===== src/verilog/axi_ram_pkg.sv =====
/*
 * shared widths, burst and response codes, queue beat types
 * and the depth of the B and R response queues
 */
`default_nettype none

package axi_ram_pkg;

    localparam int ADDR_W     = 16;
    localparam int DATA_W     = 32;
    localparam int STRB_W     = DATA_W / 8;
    localparam int ID_W       = 4;
    localparam int LEN_W      = 8;
    localparam int MEM_AW     = 10; // 1024 words
    localparam int WORD_LSB   = 2;
    localparam int WADDR_W    = ADDR_W - WORD_LSB; // word part of a byte address
    localparam int FIFO_DEPTH = 4;

    // reserved code 3 steps like INCR
    typedef enum logic [1:0] {
        BURST_FIXED = 2'd0,
        BURST_INCR  = 2'd1,
        BURST_WRAP  = 2'd2
    } burst_e;

    localparam logic [1:0] RESP_OKAY = 2'b00;

    typedef struct packed {
        logic [ID_W-1:0] id;
        logic [1:0]      resp;
    } b_beat_t;

    typedef struct packed {
        logic [ID_W-1:0]   id;
        logic [DATA_W-1:0] data;
        logic [1:0]        resp;
        logic              last;
    } r_beat_t;

endpackage

`default_nettype wire


===== src/verilog/axi_resp_queue.sv =====
/*
 * output side: B and R response queues driving the AXI
 * B and R channels, pops on handshake
 */
`timescale 1ns/1ps
`default_nettype none

module axi_resp_queue (
    input  wire                             S_AXI_ACLK,
    input  wire                             S_AXI_ARESETN,
    input  wire                             b_push,
    input  wire [axi_ram_pkg::ID_W-1:0]     b_id,
    input  wire                             rd_ret_valid,
    input  wire [axi_ram_pkg::ID_W-1:0]     rd_ret_id,
    input  wire                             rd_ret_last,
    input  wire [axi_ram_pkg::DATA_W-1:0]   rdata,
    input  wire                             bready,
    input  wire                             rready,
    output logic                            b_full,
    output logic                            r_pop,
    output logic [axi_ram_pkg::ID_W-1:0]    bid,
    output logic [1:0]                      bresp,
    output logic                            bvalid,
    output logic [axi_ram_pkg::ID_W-1:0]    rid,
    output logic [axi_ram_pkg::DATA_W-1:0]  rdata_out,
    output logic [1:0]                      rresp,
    output logic                            rlast,
    output logic                            rvalid
);

    axi_ram_pkg::b_beat_t b_in;
    axi_ram_pkg::b_beat_t b_out;
    axi_ram_pkg::r_beat_t r_in;
    axi_ram_pkg::r_beat_t r_out;
    logic                 b_empty;
    logic                 r_empty;
    logic                 b_pop;

    assign b_in = '{id: b_id, resp: axi_ram_pkg::RESP_OKAY};
    assign r_in = '{id: rd_ret_id, data: rdata, resp: axi_ram_pkg::RESP_OKAY,
                    last: rd_ret_last};

    assign b_pop = bvalid && bready;
    assign r_pop = rvalid && rready; // also returns read credit

    resp_fifo #(
        .payload_t (axi_ram_pkg::b_beat_t),
        .DEPTH     (axi_ram_pkg::FIFO_DEPTH)
    ) b_fifo_i (
        .S_AXI_ACLK    (S_AXI_ACLK),
        .S_AXI_ARESETN (S_AXI_ARESETN),
        .push          (b_push),
        .din           (b_in),
        .pop           (b_pop),
        .dout          (b_out),
        .empty         (b_empty),
        .full          (b_full)
    );

    // credit in the read side keeps this queue from overflowing
    resp_fifo #(
        .payload_t (axi_ram_pkg::r_beat_t),
        .DEPTH     (axi_ram_pkg::FIFO_DEPTH)
    ) r_fifo_i (
        .S_AXI_ACLK    (S_AXI_ACLK),
        .S_AXI_ARESETN (S_AXI_ARESETN),
        .push          (rd_ret_valid),
        .din           (r_in),
        .pop           (r_pop),
        .dout          (r_out),
        .empty         (r_empty),
        .full          ()
    );

    assign bvalid    = !b_empty;
    assign bid       = b_out.id;
    assign bresp     = b_out.resp;
    assign rvalid    = !r_empty;
    assign rid       = r_out.id;
    assign rdata_out = r_out.data;
    assign rresp     = r_out.resp;
    assign rlast     = r_out.last;

endmodule

`default_nettype wire


===== src/verilog/resp_fifo.sv =====
/*
 * small synchronous ring-buffer FIFO for any payload type
 * push and pop in the same cycle are both served
 */
`timescale 1ns/1ps
`default_nettype none

module resp_fifo #(
    parameter type payload_t = logic,
    parameter int  DEPTH     = 4 // power of two
) (
    input  wire      S_AXI_ACLK,
    input  wire      S_AXI_ARESETN,
    input  wire      push,
    input  payload_t din,
    input  wire      pop,
    output payload_t dout,
    output logic     empty,
    output logic     full
);

    localparam int PTR_W = $clog2(DEPTH);

    payload_t         buf_q [DEPTH];
    logic [PTR_W-1:0] wr_ptr;
    logic [PTR_W-1:0] rd_ptr;
    logic [PTR_W:0]   count;
    logic             do_push;
    logic             do_pop;

    assign do_push = push && !full;
    assign do_pop  = pop && !empty; // pop on empty is dropped

    always_ff @(posedge S_AXI_ACLK) begin
        if (!S_AXI_ARESETN) begin
            wr_ptr <= '0;
            rd_ptr <= '0;
            count  <= '0;
        end else begin
            if (do_push) wr_ptr <= wr_ptr + 1'b1; // wraps at DEPTH
            if (do_pop) rd_ptr <= rd_ptr + 1'b1;
            if (do_push && !do_pop) begin
                count <= count + 1'b1;
            end else if (do_pop && !do_push) begin
                count <= count - 1'b1;
            end
        end
    end

    always_ff @(posedge S_AXI_ACLK) begin
        if (do_push) begin
            buf_q[wr_ptr] <= din;
        end
    end

    assign dout  = buf_q[rd_ptr];
    assign empty = (count == '0);
    assign full  = (count == DEPTH);

endmodule

`default_nettype wire

===== config.mk =====
export PLATFORM = sky130hd
export DESIGN_NAME = axi_resp_queue
export DESIGN_NICKNAME = d
export VERILOG_FILES = /design/src/verilog/axi_ram_pkg.sv /design/src/verilog/axi_resp_queue.sv /design/src/verilog/resp_fifo.sv
export SDC_FILE = /design/constraint.sdc
export NUM_CORES = 1
export LEC_CHECK = 0
export BUFFER_PORTS_ARGS = -buffer_cell sky130_fd_sc_hd__buf_2
export CAP_MARGIN = 20
export CORE_MARGIN = 5
export CORE_UTILIZATION = 50
export CTS_CLUSTER_DIAMETER = 100
export CTS_CLUSTER_SIZE = 24
export DETAILED_ROUTE_END_ITERATION = 6
export GPL_TIMING_DRIVEN = 0
export PLACE_DENSITY_LB_ADDON = 0.2
export SLEW_MARGIN = 20
export SYNTH_ARGS = -nofsm -noshare
export SYNTH_HDL_FRONTEND = slang
export SYNTH_SLANG_ARGS = --single-unit

===== constraint.sdc =====
create_clock -name S_AXI_ACLK -period 3.07 [get_ports S_AXI_ACLK]
set_clock_uncertainty 0.1 [all_clocks]
set_input_delay 0.1535 -clock S_AXI_ACLK [delete_from_list [all_inputs] [get_ports S_AXI_ACLK]]
set_output_delay 0.1535 -clock S_AXI_ACLK [all_outputs]
set_load 0.02 [all_outputs]

# ---- Yosys cells after proc, flatten, opt, wreduce, memory -nomap -nowiden
# Memories as Yosys holds them, arrays and structs flattened. A register that Yosys moved wholly into a read port is not among the register bits.
# Index checks and enable logic that the tools add are counted.
dict set report totals {
  mem_bits_rw 164
  reg_bits 14
  wordCells 52
  mem_bits_ro 0
  latchBits 0
  memories 2
  output_inout_bits 49
  input_bits 47
}
dict set report classes {
  n_eq_ne 2
  n_mul 0
  bitwise_logic 0
  order_cmp 0
  muxes 12
  div_mod_pow 0
  addsub 8
  reduce_logical 22
  shift 0
}
# name depth width read_ports rd_ports_with_merged_regs wr line_no
set memory_table {}
lappend memory_table {r_fifo_i.buf_q 4 37 1 1 1 resp_fifo.sv:24} ;# payload_t buf_q [DEPTH];
lappend memory_table {b_fifo_i.buf_q 4 4 1 1 1 resp_fifo.sv:24}
# cell count
set op_table {}
lappend op_table {{2-to-1 mux 3 bit} 4}
lappend op_table {{logical AND 1 bit} 10}
lappend op_table {{adder 2 x 1 -> 2 bit, second input constant} 4}
lappend op_table {{logical NOT 1 bit} 8}
lappend op_table {{2-to-1 mux 2 bit} 4}
lappend op_table {{adder 3 x 1 -> 3 bit, second input constant} 2}
lappend op_table {{== test 3 bit, second input constant} 2}
lappend op_table {{logical NOT 3 bit} 2}
lappend op_table {{subtractor 3 x 1 -> 3 bit, second input constant} 2}
lappend op_table {{2-to-1 mux 1 bit} 4}
lappend op_table {{nonzero test 2 bit} 2}

# ---- Logic depth before layout (Yosys ltp)
dict set report logic_depth {
  depth_word 7
  depth_mapped 9
  mapped_depth_nobuf 8
}

# ---- By module
# Synthesis repeated with hierarchy kept, for this count alone.
dict set report hier_totals {
  cells_unflattened 335
  area_unflattened_um2 7474.7
}
# mod seq_area_each_um2 instances cells_per_inst area_per_inst_um2
set modules_own_cells {}
lappend modules_own_cells {{resp_fifo (r_fifo_i)} 4864.7 1 251 6100.9}
lappend modules_own_cells {{resp_fifo (b_fifo_i)} 900.9 1 79 1350.0}
lappend modules_own_cells {axi_resp_queue 0.0 1 5 23.8}

# ---- Worst setup path before layout
# Ideal clock, no wire load.
dict set report synth_path {
  kind {register to register}
  from {reg r_fifo_i.count[0]}
  to {mem r_fifo_i.buf_q[0][0] (netlist bit), enable pin}
  setup_slack_ps 801
  required_time_ps 2572
  t_arrival_ps 1771
  synth_period_minus_slack_ps 2269
  stages_incl_launch_ff 4
  n_path_buf 0
  setup_time_ps 398
  path_cell_list {dfxtp_1 nor2_1 a21boi_2 and2_1}
}
dict set report synth_via {
  elab_chain_len 5
}
# item line_no
set synth_rtl {}
lappend synth_rtl {{start: declaration} resp_fifo.sv:27} ;# logic [PTR_W:0] count;
lappend synth_rtl {{start signal: assignment} resp_fifo.sv:43} ;# count <= count + 1'b1;
lappend synth_rtl {{start signal: assignment} resp_fifo.sv:45} ;# count <= count - 1'b1;
lappend synth_rtl {{== test 3 bit} resp_fifo.sv:58} ;# assign full = (count == DEPTH);
lappend synth_rtl {{logical NOT 1 bit} resp_fifo.sv:31} ;# assign do_push = push && !full;
lappend synth_rtl {{logical AND 1 bit} resp_fifo.sv:31}
lappend synth_rtl {{net r_fifo_i.do_push} resp_fifo.sv:28} ;# logic do_push;
lappend synth_rtl {{2-to-1 mux 1 bit} resp_fifo.sv:51} ;# if (do_push) begin
lappend synth_rtl {{2-to-1 mux 1 bit (not written as such)} resp_fifo.sv:52} ;# buf_q[wr_ptr] <= din;
lappend synth_rtl {{end: declaration} resp_fifo.sv:24}
# The timed path passes the listed nets, and every way through them passes these cells.

# ---- Final worst setup path
dict set report layout_path {
  from {reg r_fifo_i.count[0]}
  to {reg r_fifo_i.count[2]}
}
dict set report layout_via {
  elab_cells_between_ends 16
  cone_classes {add/sub: 2; eq/ne: 1; mux: 2; reduce/logical: 11}
}
# item line_no
set layout_lines {}
lappend layout_lines {{== test 3 bit *} resp_fifo.sv:58}
lappend layout_lines {{logical NOT 1 bit *} resp_fifo.sv:31}
lappend layout_lines {{logical AND 1 bit *} resp_fifo.sv:31}
lappend layout_lines {{net r_fifo_i.do_push} resp_fifo.sv:28}
lappend layout_lines {{logical NOT 1 bit} resp_fifo.sv:44} ;# end else if (do_pop && !do_push) begin
lappend layout_lines {{logical AND 1 bit} resp_fifo.sv:44}
lappend layout_lines {{nonzero test 2 bit (no source line)} n/a}
# The timed path passes the listed nets; every way through them passes the cells marked *. The select of a mux whose other input is x is not followed.
# A chain may end at the register's enable or synchronous reset.

==> impl_metrics.env <==
export IMPL_outcome="complete, no violations"
export IMPL_vias_per_cell=5.01
export IMPL_clock_sinks=182
export IMPL_cts_resized=0
export IMPL_cts_max_path_buffers=2
export IMPL_gr_usage_all_layers=0.160
export IMPL_cts_clk_slew_worst_paths_ns=0.06
export IMPL_overflow=0
export IMPL_cells_after_synthesis=314
export IMPL_worst_slew_pin_slew_ns=0.632
export IMPL_die_area_sq_mm=0.0163
export IMPL_wire_per_inst_microns=18.0
export IMPL_crit_reg2reg_capture="r_fifo_i.count[2]"
export IMPL_die_y_microns=128
export IMPL_critical_path_peak_fanout=7
export IMPL_synth_top_family_by_area="multiplexers"
export IMPL_drv_slew=0
export IMPL_yosys_area_share_adder=0.0238
export IMPL_floorplan_rows=43
export IMPL_timing_max_slew_rel_slack=0.579
export IMPL_min_delay_start="S_AXI_ARESETN"
export IMPL_clockRootBuffer="sky130_fd_sc_hd__clkbuf_16"
export IMPL_layoutNonFillerInstCount=664
export IMPL_hold_path_end="r_fifo_i.count[1]"
export IMPL_synth_simple_area_share=0.0274
export IMPL_die_width_microns=128
export IMPL_post_synth_mux_area_share=0.142
export IMPL_synth_area_per_cell_sq_um=22.1
export IMPL_mappedNetlistArea_sq_mm=0.00695
export IMPL_hold_worst_slack_ns=0.0350
export IMPL_worstPathArrival_ns=2.65
export IMPL_vdd_drop_max_mv=0.459
export IMPL_p_leak_nw=3.09
export IMPL_pwr_density_cell_mw_per_mm2=833
export IMPL_tritoncts="done"
export IMPL_synth_cell_types=28
export IMPL_grt_setup_unrepaired="false"
export IMPL_reg2regPathDepth=8
export IMPL_antenna_left=0
export IMPL_route_layer_met1_wl_mm=5.17
export IMPL_synth_xor_xnor_area_share=0.0101
export IMPL_ctsHtreeMaxLevel=4
export IMPL_grt_pass1_wl_mm=19.4
export IMPL_min_period_over_period=0.782
export IMPL_clock_latency_ns=0.42
export IMPL_initial_drc_count=213
export IMPL_io_buffer_count=90
export IMPL_post_cts_buffers=0
export IMPL_commonest_cells_after_routing_fill_and_taps_aside="sky130_fd_sc_hd__edfxtp_1, sky130_fd_sc_hd__buf_2, sky130_fd_sc_hd__mux4_2, sky130_fd_sc_hd__dlygate4sd3_1, sky130_fd_sc_hd__dfxtp_1"
export IMPL_grt_antenna_before_repair=0
export IMPL_yosys_register_bits=182
export IMPL_start_util=0.504
export IMPL_placed_cells=591
export IMPL_design_final_nets=530
export IMPL_area_delta_synth_final_pct=25.6
export IMPL_cts_buffers_inserted=17
export IMPL_synth_sequential_area_ratio=0.761
export IMPL_r2r_slack_ns=0.67
export IMPL_final_period_minus_worst_setup_slack_ns=2.40
export IMPL_critical_path_class="register to register"
export IMPL_wl_mm=12.0
export IMPL_maximum_number_of_pins_on_one_net_before_global_route_repair=24
export IMPL_layout_commonest_cell="sky130_fd_sc_hd__edfxtp_1"
export IMPL_maxCapViolations=0
export IMPL_synth_warning_count=0
export IMPL_grt_pass1_vias=3713
export IMPL_drc=0
export IMPL_critPathLaunchType="register"
export IMPL_seq_area_sq_mm=0.00529
export IMPL_worst_r2r_startpoint="r_fifo_i.count[0]"
export IMPL_drt_pass1_iterations=4
export IMPL_route_met3_wl_microns=536
export IMPL_design_portCount=96
export IMPL_place_gp_congestion=0.700
export IMPL_cts_hold_repair_buffers=41
export IMPL_final_layout_size_suffix_gt1_frac=0.384
export IMPL_achievable_frequency_mhz=416
export IMPL_insertedDiodeCount=0
export IMPL_vias=3324
export IMPL_crit_required_ns=3.32
export IMPL_wl_met2_mm=6.07
export IMPL_area_of_the_multi_input_gates_sq_mm=0.00152
export IMPL_hold_class="primary input to register"
export IMPL_dp_hpwl_mm=7.78
export IMPL_num_fill_cells=1015
export IMPL_critical_path_endpoint_type="register"
export IMPL_holdPathStages=2
export IMPL_final_hold_violation_count=0
export IMPL_design_core_area_sq_mm=0.0138
export IMPL_highest_signal_layer="met4"
export IMPL_critical_path_startpoint="r_fifo_i.count[0]"
export IMPL_synth_compound_gate_area_share=0.0126
export IMPL_finalSetupViolations=0
worst max-delay path by stage:
stage	endpoint	slack [ns]	cells past startpoint
2_1_floorplan	r_fifo_i.buf_q[0][0]	0.80	3
3_3_place_gp	r_fifo_i.buf_q[0][33]	-0.02	3
3_5_place_dp	r_fifo_i.count[2]	0.68	8
4_1_cts	r_fifo_i.count[2]	0.67	8
5_1_grt	r_fifo_i.count[2]	0.45	8
6_report	r_fifo_i.count[2]	0.67	8
layout make-up:
cell class | count | area share
buffer | 15 | 0.0153
clock buffer | 17 | 0.0488
clock inverter | 15 | 0.0186
inverter | 7 | 0.00301
multi-input combinational | 113 | 0.174
sequential | 182 | 0.606
tap | 180 | 0.0258
timing repair buffer | 135 | 0.109
registers in the layout, indices dropped and copies added (netlist names), named ones only:
name,count
r_fifo_i.buf_q,148
b_fifo_i.buf_q,16
b_fifo_i.count,3
r_fifo_i.count,3
b_fifo_i.rd_ptr,2
b_fifo_i.wr_ptr,2
r_fifo_i.rd_ptr,2
r_fifo_i.wr_ptr,2
kinds of logic (layout without fill, tap and decap cells):
logic type / after synthesis / in the layout
AOI/OAI and AO/OA: 9 / 9
DFF: 182 / 182
adders and majority gates: 12 / 12
other: 1 / 4
buffers and inverters: 22 / 189
xor gates and xnor gates: 8 / 8
and+or+nand+nor: 33 / 33
muxes: 47 / 47
stage by stage:
stage / area [sq um] / total power (W) / utilization / setup TNS, ns / setup slack, ns
after floorplan: 6960 / 0.00460 / - / 0 / 0.801
after global placement: 7630 / 0.00514 / 0.554 / -0.847 / -0.0158
after detailed placement: 7720 / 0.00521 / 0.561 / 0 / 0.677
after CTS: 8720 / 0.00738 / 0.633 / 0 / 0.669
after global routing: 8720 / 0.00763 / 0.633 / 0 / 0.450
final: 8720 / 0.00727 / 0.633 / 0 / 0.669
report_power, final:
group / internal, W / switching (W) / leakage (nW) / total (W)
registers: 0.00302 / 0.000139 / 1.65 / 0.00316
logic: 0.000936 / 0.00106 / 1.15 / 0.00199
clock network: 0.00127 / 0.000850 / 0.283 / 0.00212
total: 0.00522 / 0.00204 / 3.09 / 0.00727
cell usage after synthesis:
master / number / share of area
sky130_fd_sc_hd__or3_1: 4 / 0.0036
sky130_fd_sc_hd__nor2b_1: 3 / 0.0027
sky130_fd_sc_hd__and2_1: 16 / 0.014
sky130_fd_sc_hd__clkbuf_2: 1 / 0.00072
sky130_fd_sc_hd__fa_1: 2 / 0.0058
sky130_fd_sc_hd__xnor2_1: 6 / 0.0076
sky130_fd_sc_hd__nor2_1: 1 / 0.00054
sky130_fd_sc_hd__o31ai_2: 1 / 0.0018
sky130_fd_sc_hd__conb_1: 1 / 0.00054
sky130_fd_sc_hd__buf_6: 1 / 0.0016
sky130_fd_sc_hd__buf_12: 3 / 0.0086
sky130_fd_sc_hd__o31ai_4: 1 / 0.0031
sky130_fd_sc_hd__mux4_2: 41 / 0.13
sky130_fd_sc_hd__ha_1: 10 / 0.018
sky130_fd_sc_hd__nor3b_2: 1 / 0.0018
sky130_fd_sc_hd__clkbuf_1: 2 / 0.0011
sky130_fd_sc_hd__a21boi_2: 1 / 0.0016
sky130_fd_sc_hd__edfxtp_1: 164 / 0.71
sky130_fd_sc_hd__dfxtp_1: 18 / 0.052
sky130_fd_sc_hd__a21boi_1: 2 / 0.0022
sky130_fd_sc_hd__xor2_1: 2 / 0.0025
sky130_fd_sc_hd__nand2_1: 8 / 0.0043
sky130_fd_sc_hd__o311ai_1: 2 / 0.0025
sky130_fd_sc_hd__mux2i_1: 6 / 0.0086
sky130_fd_sc_hd__o21ai_0: 2 / 0.0014
sky130_fd_sc_hd__buf_4: 4 / 0.0043
sky130_fd_sc_hd__buf_2: 4 / 0.0029
sky130_fd_sc_hd__inv_1: 7 / 0.0038
per-layer routing:
metal / GRT usage / vias up
li1: - / 1570
met5: 0 / -
met3: 0.0383 / 17
met1: 0.202 / 1663
met2: 0.266 / 74
met4: 0.0674 / 0
worst max-delay path, stage by stage (launching register included):
cell and delay (ns):
sky130_fd_sc_hd__dfxtp_1 0.50, sky130_fd_sc_hd__nor2_1 0.11, sky130_fd_sc_hd__a21boi_2 0.32, sky130_fd_sc_hd__ha_1 0.25
sky130_fd_sc_hd__inv_1 0.06, sky130_fd_sc_hd__fa_1 0.37, sky130_fd_sc_hd__xor2_1 0.18, sky130_fd_sc_hd__or3_1 0.31
sky130_fd_sc_hd__a21boi_1 0.13
No activity file was read; power rests on OpenSTA's default activity.
