[src/verilog/axi_ram_pkg.sv]
/*
 * shared widths, burst and response codes, queue beat types
 * and the depth of the B and R response queues
 */
`default_nettype none

package axi_ram_pkg;

    localparam int ADDR_W     = 16;
    localparam int DATA_W     = 32;
    localparam int STRB_W     = DATA_W / 8;
    localparam int ID_W       = 4;
    localparam int LEN_W      = 8;
    localparam int MEM_AW     = 10; // 1024 words
    localparam int WORD_LSB   = 2;
    localparam int WADDR_W    = ADDR_W - WORD_LSB; // word part of a byte address
    localparam int FIFO_DEPTH = 4;

    // reserved code 3 steps like INCR
    typedef enum logic [1:0] {
        BURST_FIXED = 2'd0,
        BURST_INCR  = 2'd1,
        BURST_WRAP  = 2'd2
    } burst_e;

    localparam logic [1:0] RESP_OKAY = 2'b00;

    typedef struct packed {
        logic [ID_W-1:0] id;
        logic [1:0]      resp;
    } b_beat_t;

    typedef struct packed {
        logic [ID_W-1:0]   id;
        logic [DATA_W-1:0] data;
        logic [1:0]        resp;
        logic              last;
    } r_beat_t;

endpackage

`default_nettype wire

[src/verilog/ram_port_if.sv]
/*
 * memory port bundle: byte-masked write port and registered read port
 */
`timescale 1ns/1ps
`default_nettype none

interface ram_port_if (
    input wire clk
);

    logic                             we;
    logic [axi_ram_pkg::MEM_AW-1:0]   waddr;
    logic [axi_ram_pkg::DATA_W-1:0]   wdata;
    logic [axi_ram_pkg::STRB_W-1:0]   wstrb;
    logic                             re;
    logic [axi_ram_pkg::MEM_AW-1:0]   raddr;
    logic [axi_ram_pkg::DATA_W-1:0]   rdata; // valid the cycle after re, held until next read

    modport writer (output we, waddr, wdata, wstrb);

    modport reader (output re, raddr);

    modport mem (
        input  clk, we, waddr, wdata, wstrb, re, raddr,
        output rdata
    );

endinterface

`default_nettype wire

[src/verilog/axi_write_ctrl.sv]
/*
 * AXI write side: AW/W acceptance, memory writes under WSTRB
 * and one push into the B queue per burst
 */
`timescale 1ns/1ps
`default_nettype none

module axi_write_ctrl (
    input  wire                             S_AXI_ACLK,
    input  wire                             S_AXI_ARESETN,
    input  wire [axi_ram_pkg::ID_W-1:0]     awid,
    input  wire [axi_ram_pkg::ADDR_W-1:0]   awaddr,
    input  wire [axi_ram_pkg::LEN_W-1:0]    awlen,
    input  wire axi_ram_pkg::burst_e        awburst,
    input  wire                             awvalid,
    input  wire [axi_ram_pkg::DATA_W-1:0]   wdata,
    input  wire [axi_ram_pkg::STRB_W-1:0]   wstrb,
    input  wire                             wvalid,
    input  wire                             b_full,
    output logic                            awready,
    output logic                            wready,
    output logic                            b_push,
    output logic [axi_ram_pkg::ID_W-1:0]    b_id,
    ram_port_if.writer                      ram
);

    logic                           aw_hs;
    logic                           w_hs;
    logic [axi_ram_pkg::ADDR_W-1:0] beat_addr;
    logic                           beat_last;
    logic                           busy;
    logic [axi_ram_pkg::ID_W-1:0]   id_q;

    // a free B slot is needed before a new burst is taken
    assign awready = !busy && !b_full;
    assign wready  = busy;
    assign aw_hs   = awvalid && awready;
    assign w_hs    = wvalid && wready;

    burst_addr_gen addr_gen_i (
        .S_AXI_ACLK    (S_AXI_ACLK),
        .S_AXI_ARESETN (S_AXI_ARESETN),
        .start         (aw_hs),
        .start_addr    (awaddr),
        .len           (awlen),
        .burst         (awburst),
        .advance       (w_hs),
        .addr          (beat_addr),
        .last          (beat_last),
        .active        (busy)
    );

    always_ff @(posedge S_AXI_ACLK) begin
        if (aw_hs) begin
            id_q <= awid;
        end
    end

    // beat goes straight to memory in the handshake cycle
    assign ram.we    = w_hs;
    assign ram.waddr = beat_addr[axi_ram_pkg::WORD_LSB +: axi_ram_pkg::MEM_AW];
    assign ram.wdata = wdata;
    assign ram.wstrb = wstrb;

    assign b_push = w_hs && beat_last; // beat count from awlen, WLAST not used
    assign b_id   = id_q;

endmodule

`default_nettype wire

[src/verilog/burst_addr_gen.sv]
/*
 * beat address and beat count sequencer for one AXI burst
 * FIXED, INCR and WRAP stepping on word addresses
 */
`timescale 1ns/1ps
`default_nettype none

module burst_addr_gen (
    input  wire                             S_AXI_ACLK,
    input  wire                             S_AXI_ARESETN,
    input  wire                             start,
    input  wire [axi_ram_pkg::ADDR_W-1:0]   start_addr,
    input  wire [axi_ram_pkg::LEN_W-1:0]    len,
    input  wire axi_ram_pkg::burst_e        burst,
    input  wire                             advance,
    output logic [axi_ram_pkg::ADDR_W-1:0]  addr,
    output logic                            last,
    output logic                            active
);

    logic [axi_ram_pkg::WADDR_W-1:0] word_q;
    logic [axi_ram_pkg::WADDR_W-1:0] word_nxt;
    logic [axi_ram_pkg::WADDR_W-1:0] wrap_mask;
    logic [axi_ram_pkg::LEN_W-1:0]   len_q;
    logic [axi_ram_pkg::LEN_W-1:0]   cnt_q;
    axi_ram_pkg::burst_e             burst_q;

    // wrap block is len+1 words, so len itself is the offset mask
    assign wrap_mask = {{(axi_ram_pkg::WADDR_W - axi_ram_pkg::LEN_W){1'b0}}, len_q};

    always_comb begin
        case (burst_q)
            axi_ram_pkg::BURST_FIXED: word_nxt = word_q;
            axi_ram_pkg::BURST_WRAP:
                word_nxt = (word_q & ~wrap_mask) | ((word_q + 1'b1) & wrap_mask);
            default:                  word_nxt = word_q + 1'b1; // INCR and reserved
        endcase
    end

    always_ff @(posedge S_AXI_ACLK) begin
        if (!S_AXI_ARESETN) begin
            active <= 1'b0;
            cnt_q  <= '0;
        end else if (start) begin
            active <= 1'b1;
            cnt_q  <= '0;
        end else if (advance && active) begin
            cnt_q <= cnt_q + 1'b1;
            if (last) begin
                active <= 1'b0; // burst done
            end
        end
    end

    always_ff @(posedge S_AXI_ACLK) begin
        if (start) begin
            word_q  <= start_addr[axi_ram_pkg::ADDR_W-1:axi_ram_pkg::WORD_LSB];
            len_q   <= len;
            burst_q <= burst;
        end else if (advance && active) begin
            word_q <= word_nxt;
        end
    end

    assign addr = {word_q, {axi_ram_pkg::WORD_LSB{1'b0}}};
    assign last = active && (cnt_q == len_q);

endmodule

`default_nettype wire

[src/flat_wrapper.sv]
// flat-port wrapper written by rule: the top's interface ports become plain ports
module axi_write_ctrl_flat 
  (S_AXI_ACLK, S_AXI_ARESETN, awid, awaddr, awlen, awburst, awvalid, wdata, wstrb, wvalid, b_full, awready, wready, b_push, b_id, clk, ram_we, ram_waddr, ram_wdata, ram_wstrb);
  ram_port_if ram_i (.clk(clk));
  input  wire S_AXI_ACLK;
  input  wire S_AXI_ARESETN;
  input  wire [axi_ram_pkg::ID_W-1:0] awid;
  input  wire [axi_ram_pkg::ADDR_W-1:0] awaddr;
  input  wire [axi_ram_pkg::LEN_W-1:0] awlen;
  input  wire axi_ram_pkg::burst_e awburst;
  input  wire awvalid;
  input  wire [axi_ram_pkg::DATA_W-1:0] wdata;
  input  wire [axi_ram_pkg::STRB_W-1:0] wstrb;
  input  wire wvalid;
  input  wire b_full;
  output logic awready;
  output logic wready;
  output logic b_push;
  output logic [axi_ram_pkg::ID_W-1:0] b_id;
  input wire logic clk;
  output wire logic [$bits(ram_i.we)-1:0] ram_we;
  output wire logic [$bits(ram_i.waddr)-1:0] ram_waddr;
  output wire logic [$bits(ram_i.wdata)-1:0] ram_wdata;
  output wire logic [$bits(ram_i.wstrb)-1:0] ram_wstrb;
  assign ram_we = ram_i.we;
  assign ram_waddr = ram_i.waddr;
  assign ram_wdata = ram_i.wdata;
  assign ram_wstrb = ram_i.wstrb;
  axi_write_ctrl u_core (.S_AXI_ACLK(S_AXI_ACLK), .S_AXI_ARESETN(S_AXI_ARESETN), .awid(awid), .awaddr(awaddr), .awlen(awlen), .awburst(awburst), .awvalid(awvalid), .wdata(wdata), .wstrb(wstrb), .wvalid(wvalid), .b_full(b_full), .awready(awready), .wready(wready), .b_push(b_push), .b_id(b_id), .ram(ram_i));
endmodule
[config.mk]
export PLATFORM = sky130hd
export DESIGN_NAME = axi_write_ctrl_flat
export DESIGN_NICKNAME = d
export VERILOG_FILES = /design/src/verilog/axi_ram_pkg.sv /design/src/verilog/ram_port_if.sv /design/src/verilog/axi_write_ctrl.sv /design/src/verilog/burst_addr_gen.sv /design/src/flat_wrapper.sv
export SDC_FILE = /design/constraint.sdc
export NUM_CORES = 1
export LEC_CHECK = 0
export BUFFER_PORTS_ARGS = -buffer_cell sky130_fd_sc_hd__buf_2
export CORE_UTILIZATION = 38
export CTS_CLUSTER_SIZE = 16
export DETAILED_ROUTE_END_ITERATION = 16
export MAX_ROUTING_LAYER = met4
export PLACE_DENSITY = 0.88
export SLEW_MARGIN = 20
export SYNTH_ARGS = -nofsm -noshare
export SYNTH_HDL_FRONTEND = slang
export SYNTH_SLANG_ARGS = --single-unit
[constraint.sdc]
create_clock -name S_AXI_ACLK -period 1.4 [get_ports S_AXI_ACLK]
set_input_delay 0.07 -clock S_AXI_ACLK [delete_from_list [all_inputs] [get_ports S_AXI_ACLK]]
set_output_delay 0.07 -clock S_AXI_ACLK [all_outputs]
set_load 0.05 [all_outputs]
Word level (Yosys, flattened, before mapping)

Index checks and enable logic that the tools add are counted.
W data, S select, Z words.

Input port bits: 72
Flip-flop bits (word level): 37
Bits in read-only memories: 0
Word-level logic and storage cells: 36
Latch bits: 0
Output and inout port bits: 54
Memories: 0
Bits in writable memories: 0

Divide/modulo/power cells: 0
$lt $le $gt $ge: 0
Multiplexer cells: 6
Equality and inequality tests: 3
Reduce and logical (&&, ||, !) cells: 14
Add/subtract/negate cells: 2
Shift-type cells: 0
Bitwise operators: 5
$mul: 0

Operators with widths:

| cell                    | number |
|---|---|
| $mux W14                | 2 |
| $pmux W14 S2            | 1 |
| $add A14 B1 Y14 const B | 1 |
| $and A14 B14 Y14        | 1 |
| $and A14 B8 Y14         | 1 |
| $not A8 Y14             | 1 |
| $or A14 B14 Y14         | 1 |
| $add A8 B1 Y8 const B   | 1 |
| $eq A8 B8 Y1            | 1 |
| $logic_and A1 B1 Y1     | 6 |
| $reduce_and A2 Y1       | 2 |
| $reduce_bool A2 Y1      | 2 |
| $mux W1                 | 3 |
| $eq A2 B2 Y1 const B    | 1 |
| $logic_not A1 Y1        | 2 |
| $logic_not A2 Y1        | 1 |
| $ne A2 B2 Y1 const B    | 1 |
| $reduce_or A2 Y1        | 1 |
| $not A1 Y1              | 1 |

Depth between registers and ports, before layout

Gate-level depths: netlist (run 1).

Depth after elaboration: 6
Mapped depth: 6
Depth with buffers taken out: 5

Modules after synthesis

Synthesis (run 1) repeated with hierarchy kept, for this count alone.

Cell total of the unflattened synthesis: 209
Area, all modules: 2,217.1 um^2

By module, submodules not included:

| module         | area each (um^2) | cells an instance | seq. area each (um^2) | times used |
|---|---|---|---|---|
| burst_addr_gen | 1,796.7          | 165               | 900.9                 | 1 |
| axi_write_ctrl | 420.4            | 44                | 120.1                 | 1 |

Least setup slack after synthesis (run 1)

Ideal clock, no wire load.

Path type: register to register
From: register u_core.addr_gen_i.active
To: register with a tool-made name
Data required time: 1.109 ns
Library setup time: 0.291 ns
Cell stages (with the launch flop): 6
Path slack: -0.789 ns
Buffers on the path: 1
Clock period less this slack: 2.189 ns
Data arrival time: 1.898 ns
Path through: dfxtp_1 > nor2_1 > nand2_1 > buf_6 > o21ai_4 > o21a_1

RTL lines:

| element                | RTL line             | RTL |
|---|---|---|
| from (decl)            | burst_addr_gen.sv:18 | `output logic active` |
| from (signal assigned) | burst_addr_gen.sv:42 | `active <= 1'b0;` |
| from (signal assigned) | burst_addr_gen.sv:45 | `active <= 1'b1;` |
| from (signal assigned) | burst_addr_gen.sv:50 | `active <= 1'b0;` |

Worst setup path after layout (run 1)

From: register u_core.addr_gen_i.len_q[6] (netlist name)
To: output port b_push

Cells in the longest elaborated chain, start to end: 3

RTL lines:

| element                | RTL line             | RTL |
|---|---|---|
| from (decl)            | burst_addr_gen.sv:24 | `logic [axi_ram_pkg::LEN_W-1:0] len_q;` |
| from (signal assigned) | burst_addr_gen.sv:58 | `len_q <= len;` |
| $eq A8 B8 Y1           | burst_addr_gen.sv:66 | `assign last = active && (cnt_q == len_q);` |
| $logic_and A1 B1 Y1    | burst_addr_gen.sv:66 |  |
| $logic_and A1 B1 Y1    | axi_write_ctrl.sv:65 | `assign b_push = w_hs && beat_last;` |
| to (decl)              | flat_wrapper.sv:18   | `output logic b_push;` |

Every way passes these cells.

==> results.cfg, run 1 <==
[sta]
setup_viol = 1
finClkSkew_ns = 0.00546
hold_violations = 0
slew_viol_final = 0
tns_ns = -0.174
rsz0062_at_grt = true
worst_slack_ns = -0.174
slew_headroom = 0.784
max_freq_mhz = 635
post-route-period-util = 1.12
whs_ns = 0.0415
tightest_slew_ns = 0.324
post-route-min-period_ns = 1.57

[cells_and_area]
stdcell_count = 295
area_growth_pct = 23.3
final_nets = 301
utilization = 0.491
regArea_um2 = 905
layout-drive-gt1-share = 0.373
nFillCells = 470
multiInputGateArea_um2 = 748
diodes = 0

[critical_path]
critPathCaptureType = output pin
reg2regPathDepth = 5
critPathSlowestCell = edfxtp_1
cp.required_ns = 1.33
timing.rr.start = u_core.addr_gen_i.word_q[0]
cp_max_fo = 3
startpoint_type = register
critPathArrivalTime_ns = 1.50
r2r_setup_slack_ns = 0.01
cp_num_buf_inv = 1
crit_family = flip-flops
max_stage_delay_ns = 0.43
path_cells = xnor2_1, nand3_1, nor4_4, buf_6
critPathKind = reg -> out

[routing]
postRouteAntennaNets = 0
drc = 0
drtPass1Iterations = 5
wire_per_inst_um = 13.7
post_drt_via_cell_ratio = 4.71
drt-total-wl_mm = 4.03
drtIter0Drc = 63
vias = 1388

[synth]
synth_top_area_cell = edfxtp_1
seq_area_frac_synth = 0.476
synth.distinct_cells = 29
avgSynthCellArea_um2 = 10.3
async_reset_ff_frac = 0
synth_warnings = 0
synth_edf_count = 24
synth_top_area_frac = 0.381
synthFlopType = edfxtp_1
syn_area_um2 = 1890
synthCells = 184
synth.area.top_cells = edfxtp_1 38%, buf_4 15%, dfxtp_1 9.5%
synth_nets = 258
yosysMostFrequentCell = buf_4
ys_seq_elements = 33
yosys-top-cells-count = 37 x buf_4, 24 x edfxtp_1, 21 x nand2_1

[hold_path]
whs_endpoint = u_core.addr_gen_i.active
hold_depth = 3
hold_start = S_AXI_ARESETN
hp-class = in -> reg

[clock_network]
cts.sink_count = 33
root_buffer = clkbuf_8
cts_htree_levels = 2
clockBufferDepth = 2
worstSkewPairLatency_ns = 0.29
cts_tree = done
cts.clk_slew.worst_paths_ns = 0.06
cts_buffers = 5

[floorplanning]
core_area_um2 = 4750
die_h_um = 72.6
std_cell_rows = 25
die-area_um2 = 5260
start_util = 0.398
ioPinCount = 126
die_w_um = 72.6

[grt]
grt_pass1_vias = 1425
grt-ovfl-total = 0
grt_pass1_wl_mm = 6.38
grt_max_degree = 17
track_usage = 0.168
grt_antenna_before_repair = 0

[pwr]
peakVddDrop_mv = 0.486
p_per_area_nw_per_um2 = 958
p_leak_nw = 0.912
p_total_mw = 2.24

[place]
io_buffers = 46
routabilityCongestion = 0.847
dpl.cell_count = 271
dp_hpwl_mm = 3.08

[outcome]
violations = negative setup slack
status = finished with violations

[run]
cap_viol_max_count = 0
## worst min-delay path: cells and delay by family
family	cells	cell delay, ns
AOI/OAI and AO/OA	1	0.07
buffers and inverters	1	0.11
and+or+nand+nor	1	0.05
## placed cells by master (no fill, tap or decap), types with 2 or more instances in the layout
cell type	synthesis	final
inv_2	1	2
and4_1	2	2
a21oi_1	2	2
o21a_1	7	7
dfxtp_1	9	8
xor2_1	11	11
nand2_1	21	19
clkbuf_1	0	2
nand2_2	1	3
nand3_1	5	3
dlygate4sd3_1	0	14
buf_2	1	45
o21ai_1	4	8
nor2_1	13	11
xnor2_1	13	12
o21ai_0	11	7
edfxtp_1	24	24
nand3_2	1	2
nand4_1	7	7
nor3_2	2	2
buf_4	37	15
clkbuf_8	0	5
## report_power, final
part / internal (mW) / switching [mW]
combinational: 0.169 / 0.247
clock: 0.345 / 0.319
sequential: 1.11 / 0.0480
total: 1.62 / 0.614
## cells by family (layout without fill, tap and decap cells)
| family | after synthesis | after routing | share of synthesized area |
|---|---|---|---|
| buffers and inverters | 42 | 86 | 0.162 |
| AND/OR/NAND/NOR | 57 | 57 | 0.152 |
| adder cells (fa/ha/maj) | 2 | 2 | 0.0132 |
| flip-flops | 33 | 33 | 0.476 |
| XOR/XNOR | 24 | 24 | 0.111 |
| AO/OA/AOI/OAI | 26 | 26 | 0.0853 |
## area by class of cell
| cell class | count | area share |
|---|---|---|
| inverters | 2 | 0.00322 |
| multi-input cells | 109 | 0.321 |
| flip-flops and latches | 33 | 0.388 |
| repair buffers | 76 | 0.218 |
| clock buffers | 7 | 0.0327 |
| clock inverters | 1 | 0.00161 |
| well taps | 67 | 0.0359 |
## per-stage QoR
step / setup slack [ns] / instance area [um2]
2_1_floorplan: -0.198 / 1940
3_3_place_gp: -0.0145 / 2070
3_5_place_dp: -0.0446 / 2070
4_1_cts: -0.205 / 2290
5_1_grt: -0.264 / 2330
6_report: -0.174 / 2330
## routing by layer
| metal | vias to the layer above | GRT usage | wire [um] |
|---|---|---|---|
| met5 | - | - | 0 |
| met4 | 0 | 0.0697 | 71 |
| met3 | 8 | 0.0542 | 273 |
| met2 | 57 | 0.272 | 2070 |
| met1 | 640 | 0.190 | 1620 |
| li1 | 683 | - | - |
## worst max path at each step
stage                                           from                        to  slack, ns  cells past startpoint
after floorplan           u_core.addr_gen_i.len_q[1]  u_core.addr_gen_i.active      -0.20                      4
after global placement    u_core.addr_gen_i.len_q[1]                    b_push      -0.01                      4
after detailed placement  u_core.addr_gen_i.len_q[5]                    b_push      -0.04                      4
after CTS                 u_core.addr_gen_i.len_q[6]                    b_push      -0.21                      4
after global routing      u_core.addr_gen_i.len_q[6]                    b_push      -0.26                      4
final                     u_core.addr_gen_i.len_q[6]                    b_push      -0.17                      4
## repair_timing
| action | 4_1_cts | 5_1_grt |
|---|---|---|
| pin swaps | 2 | 5 |
| resized for setup | 2 | 5 |
| hold buffers | 14 | 0 |
| endpoints found under the hold margin | 14 | 0 |
| buffers inserted | 0 | 2 |
| setup endpoints to repair | 1 | 12 |
No activity file was read; power rests on OpenSTA's default activity.
==> run 2, diff against run 1 <==
- ABC_AREA: not set -> 1
- CAP_MARGIN: not set -> 20
- CORE_UTILIZATION: 38 -> 39
- CTS_BUF_LIST: not set -> sky130_fd_sc_hd__clkbuf_16
==> run 2 against run 1 <==
  * The run still ends with negative setup slack left
  * Power rose by 17%
  * Non-clock buffer count shrank 1
  * Core utilization up 2.9 points
  * Register-to-register slack improved by 0.04 ns
  * Worst setup slack improved by 0.081 ns
  * Sequential power about the same
  * Flip-flop and latch count stayed put
  * Global-route usage shrank 0.40 points
  * Cell area rose by 7.2%
  * Synthesized cell count up 26%
  * Via count is 14% higher
  * Critical path type unchanged
  * Largest cell class unchanged
==> results.cfg, run 2 <==
[cells_and_area]
final_cell_mix = 45 x nand2_1, 45 x buf_2, 26 x inv_1
stdcell_count = 344
utilization = 0.519
area_growth_pct = 25.9
diodes = 0
layout-drive-gt1-share = 0.350
final_nets = 350

[floorplanning]
core_area_um2 = 4820
start_util = 0.412
die-area_um2 = 5380
die_h_um = 73.4
die_w_um = 73.4
std_cell_rows = 25
ioPinCount = 126

[sta]
setup_viol = 1
post-route-min-period_ns = 1.49
post-route-period-util = 1.07
rsz0062_at_grt = true
tightest_slew_ns = 0.249
worst_slack_ns = -0.0939
max_freq_mhz = 669
tns_ns = -0.0939
finClkSkew_ns = 0.0101
hold_violations = 0
slew_viol_final = 0
slew_headroom = 0.834

[critical_path]
critPathArrivalTime_ns = 1.42
startpoint_type = register
critPathKind = reg -> out
cp.required_ns = 1.33
cp_max_fo = 4
critPathCaptureType = output pin

[pwr]
peakVddDrop_mv = 0.876
p_leak_nw = 1.10
p_per_area_nw_per_um2 = 1050

[grt]
grt_pass1_wl_mm = 6.44
grt_max_degree = 15
grt_antenna_before_repair = 0
grt-ovfl-total = 0
grt_pass1_vias = 1574
track_usage = 0.164

[synth]
synth_warnings = 0
async_reset_ff_frac = 0
synth_nets = 306
ys_seq_elements = 33
synthCells = 232
syn_area_um2 = 1990
synthFlopType = edfxtp_1
yosysMostFrequentCell = nand2_1
synth_edf_count = 24
synth_top_area_frac = 0.363
yosys-top-cells-count = 46 x nand2_1, 37 x buf_4, 28 x inv_1
synth_top_area_cell = edfxtp_1
synth.area.top_cells = edfxtp_1 36%, buf_4 14%, dfxtp_1 9.1%
synth.distinct_cells = 26
seq_area_frac_synth = 0.453
avgSynthCellArea_um2 = 8.56

[place]
routabilityCongestion = 0.814
dp_hpwl_mm = 3.06
io_buffers = 46
dpl.cell_count = 317

[clock_network]
cts_tree = done
worstSkewPairLatency_ns = 0.28
cts.clk_slew.worst_paths_ns = 0.06
cts.sink_count = 33
clockBufferDepth = 2
cts_buffers = 5
root_buffer = clkbuf_16
cts_htree_levels = 2

[run]
cap_viol_max_count = 0

[outcome]
violations = negative setup slack
status = finished with violations

[routing]
vias = 1584
wire_per_inst_um = 11.9
postRouteAntennaNets = 0
drt-total-wl_mm = 4.10
post_drt_via_cell_ratio = 4.60
drc = 0
drtIter0Drc = 51
drtPass1Iterations = 4

[hold_path]
hp-class = in -> reg
-- run 2: changes by cell type after synthesis, moves of 4 or more --
cell	delta
nand3_1	+6
a21oi_1	+8
nor2_2	+4
nand2_1	+25
xor2_1	-5
xnor2_1	-10
nand4_1	-7
a31oi_1	+5
o21a_1	-7
inv_1	+27
-- run 2: metal layers --
metal / vias to the layer above / GRT usage / wire length, um
met5: - / - / 0
met4: 0 / 0.0919 / 135
met3: 23 / 0.0535 / 278
met2: 47 / 0.285 / 2060
met1: 707 / 0.160 / 1630
li1: 807 / - / -
-- run 2: worst max-delay path, cell delays in order (launching register included) --
cell and delay (ns):
dfxtp_4 0.38, nand2_2 0.10, a21oi_1 0.14, nand2_1 0.07, nor2_1 0.08, nand3_1 0.12
inv_1 0.09, buf_6 0.15
-- run 2: cells by family (layout without fill, tap and decap cells) --
| group | Yosys count | in the layout | share of synthesized area |
|---|---|---|---|
| adders and majority gates | 2 | 2 | 0.0126 |
| and+or+nand+nor | 81 | 81 | 0.191 |
| AOI/OAI and AO/OA | 37 | 37 | 0.101 |
| buffers and inverters | 70 | 115 | 0.203 |
| xor gates and xnor gates | 9 | 9 | 0.0397 |
| DFF | 33 | 33 | 0.453 |
-- run 2: final cells by class --
class                      count  area [um2]
multi-input combinational    129         744
clock inverter                 3        12.5
sequential                    33         907
fill                         457        2310
inverter                      32         128
tap                           67        83.8
clock buffer                   5         125
timing repair buffer          75         502
-- run 2: power by group --
group	total (mW)	switching (mW)	internal [mW]
combinational	0.443	0.275	0.168
sequential	1.14	0.0341	1.11
clock	1.03	0.389	0.642
-- run 2: final timing paths --
check                                    start                    endpoint  slack, ns  cells after the start
hold reg to reg     u_core.addr_gen_i.cnt_q[7]  u_core.addr_gen_i.cnt_q[7]       0.50                      2
setup / recovery      u_core.addr_gen_i.active                      b_push      -0.09                      7
hold / removal                   S_AXI_ARESETN    u_core.addr_gen_i.active       0.05                      3
setup reg to reg  u_core.addr_gen_i.burst_q[0]                    register       0.05                      5
-- run 2: stage by stage --
step / hold WS (ns) / worst slack, ns / cell area (um2) / power, mW
after global routing: 0.0688 / -0.175 / 2500 / 2.71
after global placement: 0.140 / 0.103 / 2160 / 1.55
after CTS: 0.0538 / -0.0544 / 2480 / 2.62
final: 0.0537 / -0.0939 / 2500 / 2.62
after floorplan: 0.169 / -0.265 / 2060 / 1.71
after detailed placement: 0.140 / 0.0608 / 2160 / 1.56
-- run 2: timing repair --
action | in CTS | in global routing
hold buffers | 14 | 0
resized for setup | 4 | 6
buffers inserted | 5 | 1
endpoints found under the setup margin | 1 | 7
hold endpoints to repair | 14 | 0
pin swaps | 1 | 2
gates cloned | 0 | 0
==> run 3, diff against run 2 <==
--- a/config.mk
+++ b/config.mk
@@ -15,4 +15,5 @@
 export MAX_ROUTING_LAYER = met4
 export PLACE_DENSITY = 0.88
+export SETUP_SLACK_MARGIN = 0.2
 export SLEW_MARGIN = 20
 export SYNTH_ARGS = -nofsm -noshare
==> constraint.sdc (replaced) <==
create_clock -name S_AXI_ACLK -period 1.4 [get_ports S_AXI_ACLK]
set_input_delay 0.07 -clock S_AXI_ACLK [delete_from_list [all_inputs] [get_ports S_AXI_ACLK]]
set_output_delay 0.07 -clock S_AXI_ACLK [all_outputs]
set_load 0.02 [all_outputs]
==> run 3 against run 2 <==
  * The flow still finishes with violations (negative setup slack)
  * Via count up 12%
  * Flip-flop and latch count is the same
  * Routed wire length increased by 32%
  * Critical endpoint unchanged
  * Register-to-register slack worse by 0.07 ns
  * Final cell count grew 6.1%
  * Clock power is essentially flat
  * Sequential share of layout area decreased by 6.4 points
  * Critical path depth down 2
  * Power grew 5.6%
==> results.cfg, run 3 (synthesis gave the netlist of run 2 again) <==
[outcome]
status = finished with violations
violations = negative setup slack

[clock_network]
cts_htree_levels = 2
cts.clk_slew.worst_paths_ns = 0.06
clockBufferDepth = 2
cts_tree = done
worstSkewPairLatency_ns = 0.28
root_buffer = clkbuf_16
cts_buffers = 5
cts.sink_count = 33

[routing]
drtPass1Iterations = 4
drtIter0Drc = 90
vias = 1768
drc = 0
post_drt_via_cell_ratio = 4.84
dr_wl_met3_um = 423
postRouteAntennaNets = 0
drt-total-wl_mm = 5.43
routed.top_layer = met4
wire_per_inst_um = 14.9
wl_met1_mm = 2.01
met2_length_mm = 2.88

[sta]
post-route-period-util = 1.04
rsz0062_at_grt = true
finClkSkew_ns = 0.00779
max_freq_mhz = 685
slew_viol_final = 0
slew_headroom = 0.825
post-route-min-period_ns = 1.46
hold_violations = 0
tightest_slew_ns = 0.260
worst_slack_ns = -0.0588
setup_viol = 2
tns_ns = -0.0790

[critical_path]
critPathCaptureType = output pin
critPathKind = reg -> out
startpoint_type = register
cp.required_ns = 1.33
r2r_setup_slack_ns = -0.02
reg2regPathDepth = 9
cp_max_fo = 2
timing.rr.start = u_core.addr_gen_i.word_q[0]
critPathArrivalTime_ns = 1.39

[cells_and_area]
area_growth_pct = 53.8
utilization = 0.634
diodes = 0
final_cell_mix = 44 x buf_2, 34 x nand2_1, 24 x edfxtp_1
final_common_cell = buf_2
layout-drive-gt1-share = 0.540
final_nets = 371
stdcell_count = 365

[pwr]
p_leak_nw = 1.32
p_total_mw = 2.76
p_per_area_nw_per_um2 = 905
peakVddDrop_mv = 0.647

[floorplanning]
ioPinCount = 126
core_area_um2 = 4820
die-area_um2 = 5380
die_w_um = 73.4
start_util = 0.412
die_h_um = 73.4
std_cell_rows = 25

[hold_path]
hold_depth = 3
hp-class = in -> reg
hold_start = awaddr[4]

[grt]
grt_antenna_before_repair = 0
grt-ovfl-total = 0
track_usage = 0.194
grt_pass1_vias = 1706
grt_max_degree = 11
grt_pass1_wl_mm = 7.49

[place]
dp_hpwl_mm = 3.04
io_buffers = 46
routabilityCongestion = 0.835
dpl.cell_count = 313

[run]
cap_viol_max_count = 0
## run 3: changes by cell type in the layout (fill, tap and decap cells not counted), sizes merged
cell,previous run,this run
buf,61,81
inv,32,33
## run 3: power by group
group / internal (mW) / leakage [nW] / switching, mW
clock network: 0.639 / 0.0738 / 0.396
registers: 1.11 / 0.301 / 0.0399
logic: 0.284 / 0.947 / 0.299
total: 2.03 / 1.32 / 0.735
## run 3: layout make-up
type	count	area (um2)
fillers	371	1760
multi-input cells	129	997
flip-flops and latches	33	913
repair buffers	95	773
inverters	32	135
clock buffers	5	125
well taps	67	83.8
repair inverters	1	16.3
clock inverters	3	11.3
## run 3: routing by layer
layer | track usage | vias up
met5 | - | -
met4 | 0.0940 | 0
met1 | 0.196 | 831
li1 | - | 847
met2 | 0.343 | 76
met3 | 0.0562 | 14
## run 3: critical path: stages (launching register included)
cell and delay [ns]:
edfxtp_1 0.44, xor2_1 0.18, nor2_1 0.14, nand3_1 0.14, inv_1 0.10, buf_6 0.11
## run 3: what timing repair did
action,4_1_cts,5_1_grt
resized for setup,64,48
cloned,3,0
hold buffers,14,0
buffers inserted,19,8
pin swaps,23,18
hold endpoints to repair,14,0
endpoints found under the setup margin,29,43
## run 3: worst max path at each step
| stage | end | startpoint | cells past startpoint |
|---|---|---|---|
| floorplan | register | register | 9 |
| global placement | register | u_core.addr_gen_i.word_q[0] | 9 |
| detailed placement | register | u_core.addr_gen_i.word_q[0] | 5 |
| finish | b_push | u_core.addr_gen_i.len_q[4] | 5 |
| global route | b_push | u_core.addr_gen_i.len_q[1] | 8 |
| CTS | b_push | u_core.addr_gen_i.len_q[2] | 8 |
## run 3: stage by stage
step	setup slack (ns)	hold WS [ns]	instance area, um2
after floorplan	-0.00616	0.169	2060
after global placement	0.0623	0.140	2110
after detailed placement	-0.00456	0.140	2110
after CTS	-0.00404	0.0743	2780
after global routing	-0.158	0.0879	3060
final	-0.0588	0.0789	3060
